==> config.mk <==
export PLATFORM = sky130hd
export DESIGN_NAME = mac_glue_top
export DESIGN_NICKNAME = d
export VERILOG_FILES = /design/src/hw/mac_glue_pkg.sv /design/src/hw/mac_glue_top.sv /design/src/hw/sdram_arbiter.sv /design/src/hw/floppy_loader.sv /design/src/hw/bus_cycle_ctrl.sv /design/src/hw/reset_sequencer.sv
export SDC_FILE = /design/constraint.sdc
export NUM_CORES = 1
export LEC_CHECK = 0
export BUFFER_PORTS_ARGS = -buffer_cell sky130_fd_sc_hd__buf_2
export CAP_MARGIN = 20
export CORE_MARGIN = 10
export CORE_UTILIZATION = 30
export DETAILED_ROUTE_END_ITERATION = 10
export SLEW_MARGIN = 5
export SYNTH_ARGS = -nofsm -noshare
export SYNTH_HDL_FRONTEND = slang
export SYNTH_SLANG_ARGS = --single-unit
==> constraint.sdc <==
create_clock -name clk_sys -period 2.7 [get_ports clk_sys]
set_input_delay 0.135 -clock clk_sys [delete_from_list [all_inputs] [get_ports clk_sys]]
set_output_delay 0.135 -clock clk_sys [all_outputs]
set_load 0.005 [all_outputs]
==> src/hw/mac_glue_pkg.sv <==
// shared sizes and the sdram word address layout; image sizes assume 400K/800K raw DSK files

package mac_glue_pkg;

	// ====================
	// address widths
	// ====================

	// download word address, byte address from the host shifted right by one
	localparam int dio_addr_w = 24;

	// chipset byte address, 4MB ram space
	localparam int mem_addr_w = 22;

	// sdram word address, 32M words
	localparam int sdram_addr_w = 25;

	// ====================
	// floppy image sizes
	// ====================

	// sizes counted in 16 bit words, not bytes
	// 819200 byte double sided image
	localparam logic [dio_addr_w-1:0] dsk_ds_words = 24'd409600;
	// 409600 byte single sided image
	localparam logic [dio_addr_w-1:0] dsk_ss_words = 24'd204800;

	// ====================
	// bus decode constants
	// ====================

	// disk images sit above the os rom, region 1 of the sdram
	localparam logic [3:0] dl_region = 4'd1;

	// a[23:21] of the autovector and peripheral area
	localparam logic [2:0] vpa_region = 3'd7;

	// fc2..fc0 all set on interrupt acknowledge
	localparam logic [2:0] fc_int_ack = 3'd7;

	// download view of the sdram word address
	// drive index picks word offset 0x80000 or 0x100000
	typedef struct packed {
		logic [3:0]              region;
		logic [1:0]              drive;
		logic [sdram_addr_w-7:0] offset;
	} sdram_dl_view_t;

	// cpu/chipset view, rom flag moves rom above the ram words
	typedef struct packed {
		logic [2:0]              zero;
		logic                    rom;
		logic [sdram_addr_w-5:0] word;
	} sdram_cpu_view_t;

	// the same 25 address lines, decoded per bus owner
	typedef union packed {
		sdram_dl_view_t  dl;
		sdram_cpu_view_t cpu;
	} sdram_word_addr_u;

endpackage
==> src/hw/mac_glue_top.sv <==
// glue only; slot timing, clock enables and sdram device control come from outside
`timescale 1ns/1ps

module mac_glue_top #(
	parameter int reset_hold = 16'hffff,
	parameter int act_hold   = 500000
) (
	input  logic                                clk_sys,
	input  logic                                reset,
	// ==================== reset and clocking
	input  logic                                pll_locked,
	input  logic                                user_reset,
	input  logic                                cpu_reset_out_n,
	input  logic                                clk8_en_p,
	input  logic                                clk8_en_n,
	input  logic                                clk16_en_p,
	input  logic                                clk16_en_n,
	input  logic                                mem_4mb_sel,
	input  logic [1:0]                          cpu_type_sel,
	output logic                                system_run,
	output logic                                mem_4mb,
	output logic [1:0]                          cpu_type,
	// ==================== cpu bus cycle
	input  logic                                cpu_reset_n,
	input  logic                                turbo,
	input  logic                                cpu_as_n,
	input  logic [2:0]                          cpu_fc,
	input  logic [2:0]                          cpu_addr_hi,
	input  logic                                cpu_bus_control,
	input  logic                                select_ram,
	input  logic                                select_rom,
	output logic                                cpu_dtack_n,
	output logic                                cpu_vpa_n,
	output logic                                cpu_en_p,
	output logic                                cpu_en_n,
	// ==================== host download and floppy
	input  logic                                ioctl_download,
	input  logic [7:0]                          ioctl_index,
	input  logic                                ioctl_wr,
	input  logic [24:0]                         ioctl_addr,
	input  logic [15:0]                         ioctl_data,
	output logic                                ioctl_wait,
	input  logic                                dio_bus_control,
	input  logic [1:0]                          disk_eject,
	input  logic                                disk_act_in,
	input  logic [1:0]                          disk_motor,
	output logic [1:0]                          disk_inserted,
	output logic [1:0]                          disk_sides,
	output logic                                led_user,
	// ==================== chipset memory and sdram
	input  logic [mac_glue_pkg::mem_addr_w-1:0] mem_addr,
	input  logic                                rom_oe_n,
	input  logic                                ram_oe_n,
	input  logic                                ram_we_n,
	input  logic                                mem_uds_n,
	input  logic                                mem_lds_n,
	input  logic [15:0]                         mem_data_out,
	input  logic                                disk_read_ack,
	input  logic [15:0]                         sdram_out,
	output mac_glue_pkg::sdram_word_addr_u      sdram_addr,
	output logic [15:0]                         sdram_din,
	output logic [1:0]                          sdram_ds,
	output logic                                sdram_we,
	output logic                                sdram_oe,
	output logic [15:0]                         mem_data_in
);

	// held download word on its way to the sdram
	logic [20:0] dio_a;
	logic [15:0] dio_data;
	logic        dio_write;

	reset_sequencer #(.reset_hold(reset_hold)) u_reset_sequencer (.*);

	bus_cycle_ctrl u_bus_cycle_ctrl (.*);

	floppy_loader #(.act_hold(act_hold)) u_floppy_loader (.*);

	sdram_arbiter u_sdram_arbiter (.*);

endmodule

==> src/hw/sdram_arbiter.sv <==
// purely combinational; the download owns the sdram only while dio_bus_control is high
`timescale 1ns/1ps

module sdram_arbiter (
	input  logic                              ioctl_download,
	input  logic                              dio_bus_control,
	input  logic                              dio_write,
	input  logic [20:0]                       dio_a,
	input  logic [15:0]                       dio_data,
	input  logic [mac_glue_pkg::mem_addr_w-1:0] mem_addr,
	input  logic                              rom_oe_n,
	input  logic                              ram_oe_n,
	input  logic                              ram_we_n,
	input  logic                              mem_uds_n,
	input  logic                              mem_lds_n,
	input  logic [15:0]                       mem_data_out,
	input  logic                              disk_read_ack,
	input  logic [15:0]                       sdram_out,
	output mac_glue_pkg::sdram_word_addr_u    sdram_addr,
	output logic [15:0]                       sdram_din,
	output logic [1:0]                        sdram_ds,
	output logic                              sdram_we,
	output logic                              sdram_oe,
	output logic [15:0]                       mem_data_in
);

	import mac_glue_pkg::*;

	logic        download_cycle;
	logic [15:0] disk_byte;

	assign download_cycle = ioctl_download && dio_bus_control;

	// ====================
	// request mux
	// ====================
	always_comb begin
		sdram_addr = '0;
		if (download_cycle) begin
			// full word write into the disk image region
			sdram_addr.dl.region = dl_region;
			sdram_addr.dl.drive  = dio_a[20:19];
			sdram_addr.dl.offset = dio_a[18:0];
			sdram_din = dio_data;
			sdram_ds  = 2'b11;
			sdram_we  = dio_write;
			sdram_oe  = 1'b0;
		end else begin
			// rom flag lifts rom reads above the ram
			sdram_addr.cpu.rom  = !rom_oe_n;
			sdram_addr.cpu.word = mem_addr[mem_addr_w-1:1];
			sdram_din = mem_data_out;
			sdram_ds  = {!mem_uds_n, !mem_lds_n};
			sdram_we  = !ram_we_n;
			sdram_oe  = !ram_oe_n || !rom_oe_n;
		end
	end

	// disk data is byte wide, mem_addr[0] picks the byte
	assign disk_byte = mem_addr[0] ? {sdram_out[7:0], sdram_out[7:0]}
		: {sdram_out[15:8], sdram_out[15:8]};

	// all ones while downloading keeps the screen black
	assign mem_data_in = download_cycle ? 16'hffff
		: disk_read_ack ? disk_byte : sdram_out;

endmodule

==> src/hw/floppy_loader.sv <==
// host must hold ioctl_wr off while ioctl_wait is high; only indexes 1 and 2 are floppy drives
`timescale 1ns/1ps

module floppy_loader #(
	parameter int act_hold = 500000
) (
	input  logic        clk_sys,
	input  logic        reset,
	input  logic        ioctl_download,
	input  logic [7:0]  ioctl_index,
	input  logic        ioctl_wr,
	input  logic [24:0] ioctl_addr,
	input  logic [15:0] ioctl_data,
	input  logic        dio_bus_control,
	input  logic [1:0]  disk_eject,
	input  logic        disk_act_in,
	input  logic [1:0]  disk_motor,
	output logic        ioctl_wait,
	output logic [20:0] dio_a,
	output logic [15:0] dio_data,
	output logic        dio_write,
	output logic [1:0]  disk_inserted,
	output logic [1:0]  disk_sides,
	output logic        led_user
);

	import mac_glue_pkg::*;

	localparam int act_w = $clog2(act_hold + 1);

	logic [dio_addr_w-1:0] dio_addr;
	logic                  dio_bus_control_d;
	logic                  download_d;
	logic                  download_end;
	logic [1:0]            dsk_ds;
	logic [1:0]            dsk_ss;
	logic [act_w-1:0]      act_cnt;
	logic                  disk_act;

	// host addresses bytes, the loader counts words
	assign dio_addr = ioctl_addr[24:1];

	assign download_end = download_d && !ioctl_download;

	// ====================
	// word capture
	// ====================
	always_ff @(posedge clk_sys) begin
		if (reset) begin
			ioctl_wait        <= 1'b0;
			dio_write         <= 1'b0;
			dio_bus_control_d <= 1'b0;
		end else begin
			dio_bus_control_d <= dio_bus_control;
			if (ioctl_wr)
				ioctl_wait <= 1'b1;
			// write request is frozen for the length of the slot
			if (!dio_bus_control)
				dio_write <= ioctl_wait;
			// slot closed with our word written
			if (dio_bus_control_d && !dio_bus_control && dio_write)
				ioctl_wait <= 1'b0;
		end
	end

	// 68k is big endian, host sends little endian words
	always_ff @(posedge clk_sys) begin
		if (ioctl_wr) begin
			dio_data <= {ioctl_data[7:0], ioctl_data[15:8]};
			dio_a    <= {ioctl_index[1:0], dio_addr[18:0]};
		end
	end

	// ====================
	// image detection
	// ====================
	always_ff @(posedge clk_sys) begin
		if (reset) begin
			download_d <= 1'b0;
			dsk_ds     <= 2'b00;
			dsk_ss     <= 2'b00;
		end else begin
			download_d <= ioctl_download;
			for (int i = 0; i < 2; i++) begin
				// final word count tells the image type
				if (download_end && (ioctl_index == 8'(i + 1))) begin
					dsk_ds[i] <= (dio_addr == dsk_ds_words);
					dsk_ss[i] <= (dio_addr == dsk_ss_words);
				end
				// eject from the os wins
				if (disk_eject[i]) begin
					dsk_ds[i] <= 1'b0;
					dsk_ss[i] <= 1'b0;
				end
			end
		end
	end

	// unknown sizes leave the drive empty
	assign disk_inserted = dsk_ds | dsk_ss;
	assign disk_sides    = dsk_ds;

	// activity led, retriggered by every access
	always_ff @(posedge clk_sys) begin
		if (reset) begin
			act_cnt  <= '0;
			disk_act <= 1'b0;
		end else begin
			disk_act <= (act_cnt != '0);
			if (disk_act_in)
				act_cnt <= act_w'(act_hold);
			else if (act_cnt != '0)
				act_cnt <= act_cnt - 1'b1;
		end
	end

	// a spinning motor flips the led sense
	assign led_user = ioctl_download || (disk_act ^ |disk_motor);

endmodule

==> src/hw/bus_cycle_ctrl.sv <==
// no wait-state count of its own; turbo acknowledge relies on cpu_bus_control from the slot timer
`timescale 1ns/1ps

module bus_cycle_ctrl (
	input  logic       clk_sys,
	input  logic       reset,
	input  logic       cpu_reset_n,
	input  logic       turbo,
	input  logic       cpu_as_n,
	input  logic       cpu_bus_control,
	input  logic       select_ram,
	input  logic       select_rom,
	input  logic [2:0] cpu_fc,
	input  logic [2:0] cpu_addr_hi,
	input  logic       clk8_en_p,
	input  logic       clk8_en_n,
	input  logic       clk16_en_p,
	input  logic       clk16_en_n,
	output logic       cpu_dtack_n,
	output logic       cpu_vpa_n,
	output logic       cpu_en_p,
	output logic       cpu_en_n
);

	import mac_glue_pkg::*;

	logic turbo_dtack_en;
	logic cpu_bus_control_d;
	logic bus_won;
	logic in_vpa_area;

	// cpu slot just started
	assign bus_won = cpu_bus_control && !cpu_bus_control_d;

	// ====================
	// turbo acknowledge
	// ====================
	always_ff @(posedge clk_sys) begin
		if (reset || !cpu_reset_n) begin
			turbo_dtack_en    <= 1'b0;
			cpu_bus_control_d <= 1'b0;
		end else begin
			cpu_bus_control_d <= cpu_bus_control;
			if (cpu_as_n) begin
				// strobe gone, bus cycle over
				turbo_dtack_en <= 1'b0;
			end else if (bus_won || (!select_rom && !select_ram)) begin
				// memory slot reached, or peripheral access with no slot to wait for
				turbo_dtack_en <= 1'b1;
			end
		end
	end

	// top 2MB is vpa space (via, scc, iwm and autovectors)
	assign in_vpa_area = !cpu_as_n && (cpu_addr_hi == vpa_region);

	// interrupt acknowledge always goes autovectored
	assign cpu_vpa_n = (cpu_fc == fc_int_ack) ? 1'b0 : !in_vpa_area;

	// dtack for everything outside vpa space, held off in turbo until enabled
	assign cpu_dtack_n = !(!cpu_as_n && (cpu_addr_hi != vpa_region))
		|| (turbo && !turbo_dtack_en);

	// cpu phase enables, 16 MHz in turbo
	assign cpu_en_p = turbo ? clk16_en_p : clk8_en_p;
	assign cpu_en_n = turbo ? clk16_en_n : clk8_en_n;

endmodule

==> src/hw/reset_sequencer.sv <==
// steps only on clk8_en_p; memory and cpu selections apply only through a full reset countdown
`timescale 1ns/1ps

module reset_sequencer #(
	parameter int reset_hold = 16'hffff
) (
	input  logic       clk_sys,
	input  logic       reset,
	input  logic       clk8_en_p,
	input  logic       pll_locked,
	input  logic       user_reset,
	input  logic       cpu_reset_out_n,
	input  logic       mem_4mb_sel,
	input  logic [1:0] cpu_type_sel,
	output logic       system_run,
	output logic       mem_4mb,
	output logic [1:0] cpu_type
);

	logic [15:0] hold_cnt;
	logic        src_active;
	logic        latch_cfg;

	// pll still settling, user button / status reset, or cpu executed RESET
	assign src_active = !pll_locked || user_reset || !cpu_reset_out_n;

	// selections sampled for the whole countdown
	assign latch_cfg = clk8_en_p && !src_active && (hold_cnt != 16'd0);

	// ====================
	// countdown
	// ====================
	always_ff @(posedge clk_sys) begin
		if (reset) begin
			hold_cnt   <= 16'(reset_hold);
			system_run <= 1'b0;
		end else if (clk8_en_p) begin
			if (src_active) begin
				// any source restarts the full hold
				hold_cnt   <= 16'(reset_hold);
				system_run <= 1'b0;
			end else if (hold_cnt != 16'd0) begin
				hold_cnt <= hold_cnt - 16'd1;
			end else begin
				// count ran out, release on this enable
				system_run <= 1'b1;
			end
		end
	end

	// configuration latch
	always_ff @(posedge clk_sys) begin
		if (latch_cfg) begin
			mem_4mb  <= mem_4mb_sel;
			cpu_type <= cpu_type_sel;
		end
	end

endmodule

==> flow_summary.yaml <==
outcome:
  outcome: "completed"
timing:
  rsz0062_at_grt: "false"
  fmax_mhz: 476
  setup-tns-final_ns: 0
  period_share_pct: 77.9
  report.final.slew_viol_count: 0
  setup_violations: 0
  hold_ws_ns: 0.0145
  clock_skew_ns: 0.00858
  tightest_slew_ns: 0.853
  hold_viol: 0
  max-slew-margin-rel_pct: 42.9
  fin_crit_ns: 2.10
yosys:
  ys_seq_area_share_pct: 46.8
  yosysWarnings: 0
  netlist_area_um2: 4580
  async_flop_share_pct: 0
  synth_area_leaders: "edfxtp_1, dfxtp_1, mux2_2"
  synthCells: 454
  ys_seq_elements: 87
  netlist.area_leader.share_pct: 26.2
  yosysTopAreaCell: "edfxtp_1"
  synth_enable_flop_cells: 40
  yosys.cell_types.count: 60
  avgSynthCellArea_um2: 10.1
  ys_dominant_reg_cell: "dfxtp_1"
floorplanning:
  fp.dieW_um: 144
  fp.dieH_um: 144
  start_util_pct: 30.3
  core_area_um2: 15100
  io_pins: 216
  rows: 45
  die_area_um2: 20600
placed_design:
  dpl_cell_area_um2: 5800
  dp_hpwl_um: 12000
  gp_congestion: 0.825
  portBuffers: 211
grt:
  grt_pass1_wl_um: 23400
  grt_usage_pct: 14.2
  grt_max_degree: 40
  grt_pass1_vias: 4522
  grt_remaining_overflow: 0
  antenna_found_initial: 0
critical_path:
  path_cells: "inv_1, ha_1, or4b_4, nor4_4, a211oi_1, a211o_1"
  start_kind: "flop"
  cpPeakStageDelay_ns: 0.50
  worstPathArrival_ns: 2.34
  reg2regPathDepth: 6
  cp-end-kind: "flop"
  crit_slowest_cell: "or4b_4"
  worstSetupPathType: "reg2reg"
  worst-r2r-setup-slack_ns: 0.60
  required_ns: 2.94
  cp_max_fo: 7
drt:
  routed_wl_um: 15300
  drtIter0Drc: 232
  ant_nets: 0
  vias_per_cell: 5.00
  drcViolationCount: 0
  vias: 4459
  dr.pass1.iters: 4
  routedWlPerCell_um: 17.2
final_layout:
  area_growth_pct: 42.3
  drive_gt1_share_pct: 41.3
  fin_nets: 843
  n_fill_cell: 1434
  design_area_um2: 6520
  num_antenna_cells: 0
clock_network:
  cts_max_level: 3
  cts_buffers: 9
  postCtsSetupBuffers: 0
  root_buffer: "clkbuf_16"
  clock_latency_ns: 0.34
  cts_tree: "done"
  cts.sinks: 87
  clockBufferDepth: 2
  clkTransAtPathRegs_ns: 0.07
worst_hold_path:
  whs_path_depth: 2
  hold_path.class: "in2reg"
power_and_ir_drop:
  irDropWorstVdd_v: 0.000343
  p_leak_nw: 2.73
  p_per_area_nw_per_um2: 535
run:
  cap_violations: 0
critical path, delay by kind of cell (launching register included):
kind,cells,cell delay (ns)
buffers and inverters,1,0.11
adders and majority gates,1,0.18
and+or+nand+nor,2,0.98
DFF,1,0.31
AOI/OAI and AO/OA,2,0.43
final timing paths:
path	from	end
max	u_reset_sequencer.hold_cnt[0]	u_reset_sequencer.hold_cnt[4]
min	cpu_as_n	u_bus_cycle_ctrl.turbo_dtack_en
min reg2reg	u_floppy_loader.dio_bus_control_d	u_floppy_loader.ioctl_wait
max reg2reg	u_reset_sequencer.hold_cnt[0]	u_reset_sequencer.hold_cnt[4]
what timing repair did:
item | 4_1_cts | 5_1_grt
setup endpoints to repair | 0 | 0
resized for setup | 0 | 0
endpoints found under the hold margin | 39 | 0
hold buffers | 39 | 0
synth_stat cells, types with 12 or more instances:
cell type	number
nand2_1	56
dfxtp_1	47
edfxtp_1	40
mux2_2	39
nand3_1	28
nor2_1	25
a21oi_1	15
or3_1	14
nor3_1	13
clkbuf_1	12
power breakdown:
part | switching, mW | total (mW) | leakage (nW) | internal, mW
Combinational | 0.332 | 0.652 | 1.80 | 0.319
Sequential | 0.0443 | 1.50 | 0.774 | 1.46
Clock | 0.522 | 1.33 | 0.153 | 0.812
Total | 0.898 | 3.49 | 2.73 | 2.59
registers in the layout, indices dropped and copies added, names as in the netlist:
| signal | count |
|---|---|
| u_floppy_loader.dio_a | 21 |
| u_floppy_loader.act_cnt | 19 |
| u_floppy_loader.dio_data | 16 |
| u_reset_sequencer.hold_cnt | 16 |
| u_floppy_loader.disk_sides | 2 |
| u_floppy_loader.dsk_ss | 2 |
| u_reset_sequencer.cpu_type | 2 |
| u_bus_cycle_ctrl.cpu_bus_control_d | 1 |
| u_bus_cycle_ctrl.turbo_dtack_en | 1 |
| u_floppy_loader.dio_bus_control_d | 1 |
| u_floppy_loader.dio_write | 1 |
| u_floppy_loader.disk_act | 1 |
| u_floppy_loader.download_d | 1 |
| u_floppy_loader.ioctl_wait | 1 |
| u_reset_sequencer.mem_4mb | 1 |
| u_reset_sequencer.system_run | 1 |
cell usage in the layout (no fill, tap or decap), types with 5 or more instances in the layout:
cell             n
buf_2          211
nand2_1         55
dfxtp_1         47
edfxtp_1        40
mux2_2          39
dlygate4sd3_1   39
nand3_1         28
nor2_1          25
a21oi_1         15
or3_1           14
nor3_1          13
inv_1           10
o21ai_0         10
a311oi_1        10
a31oi_1          9
clkbuf_16        9
or4_1            8
nor4_1           8
and2_1           7
or2_2            6
mux2i_1          6
o22ai_1          5
metrics by stage:
step	power, mW	setup WS, ns	util (%)	std cells
after CTS	3.53	0.589	43.2	891
after detailed placement	2.14	0.601	38.5	836
after global placement	2.12	0.667	38.5	836
after global routing	3.65	0.445	43.2	891
final	3.49	0.597	43.2	891
after floorplan	1.86	0.807	-	456
cell type report:
class,count,area [um2],share of cell area (%)
sequential,87,2140,32.9
clock inverter,7,97.6,1.50
clock buffer,9,225,3.46
multi-input combinational,338,2320,35.6
timing repair buffer,252,1460,22.4
tap,188,235,3.61
inverter,10,37.5,0.576
metal layers:
metal  track usage (%)  part of all wire (%)  wire length [um]  vias to the layer above
li1                  -                     -                 -                     2213
met1              16.6                    43              6560                     2066
met2              24.4                    48              7280                      164
met3              3.99                   8.2              1250                       16
met4              4.73                   1.4               210                        0
met5                 0                     0                 0                        -
kinds of logic after synthesis:
group,share of synthesized area [%]
flip-flops,46.8
buffers and inverters,2.84
AO/OA/AOI/OAI,10.8
other,0.0819
adder cells (fa/ha/maj),1.09
AND/OR/NAND/NOR,26.9
XOR/XNOR,0.574
multiplexers,10.9
Power figures use the tool's default switching activity.
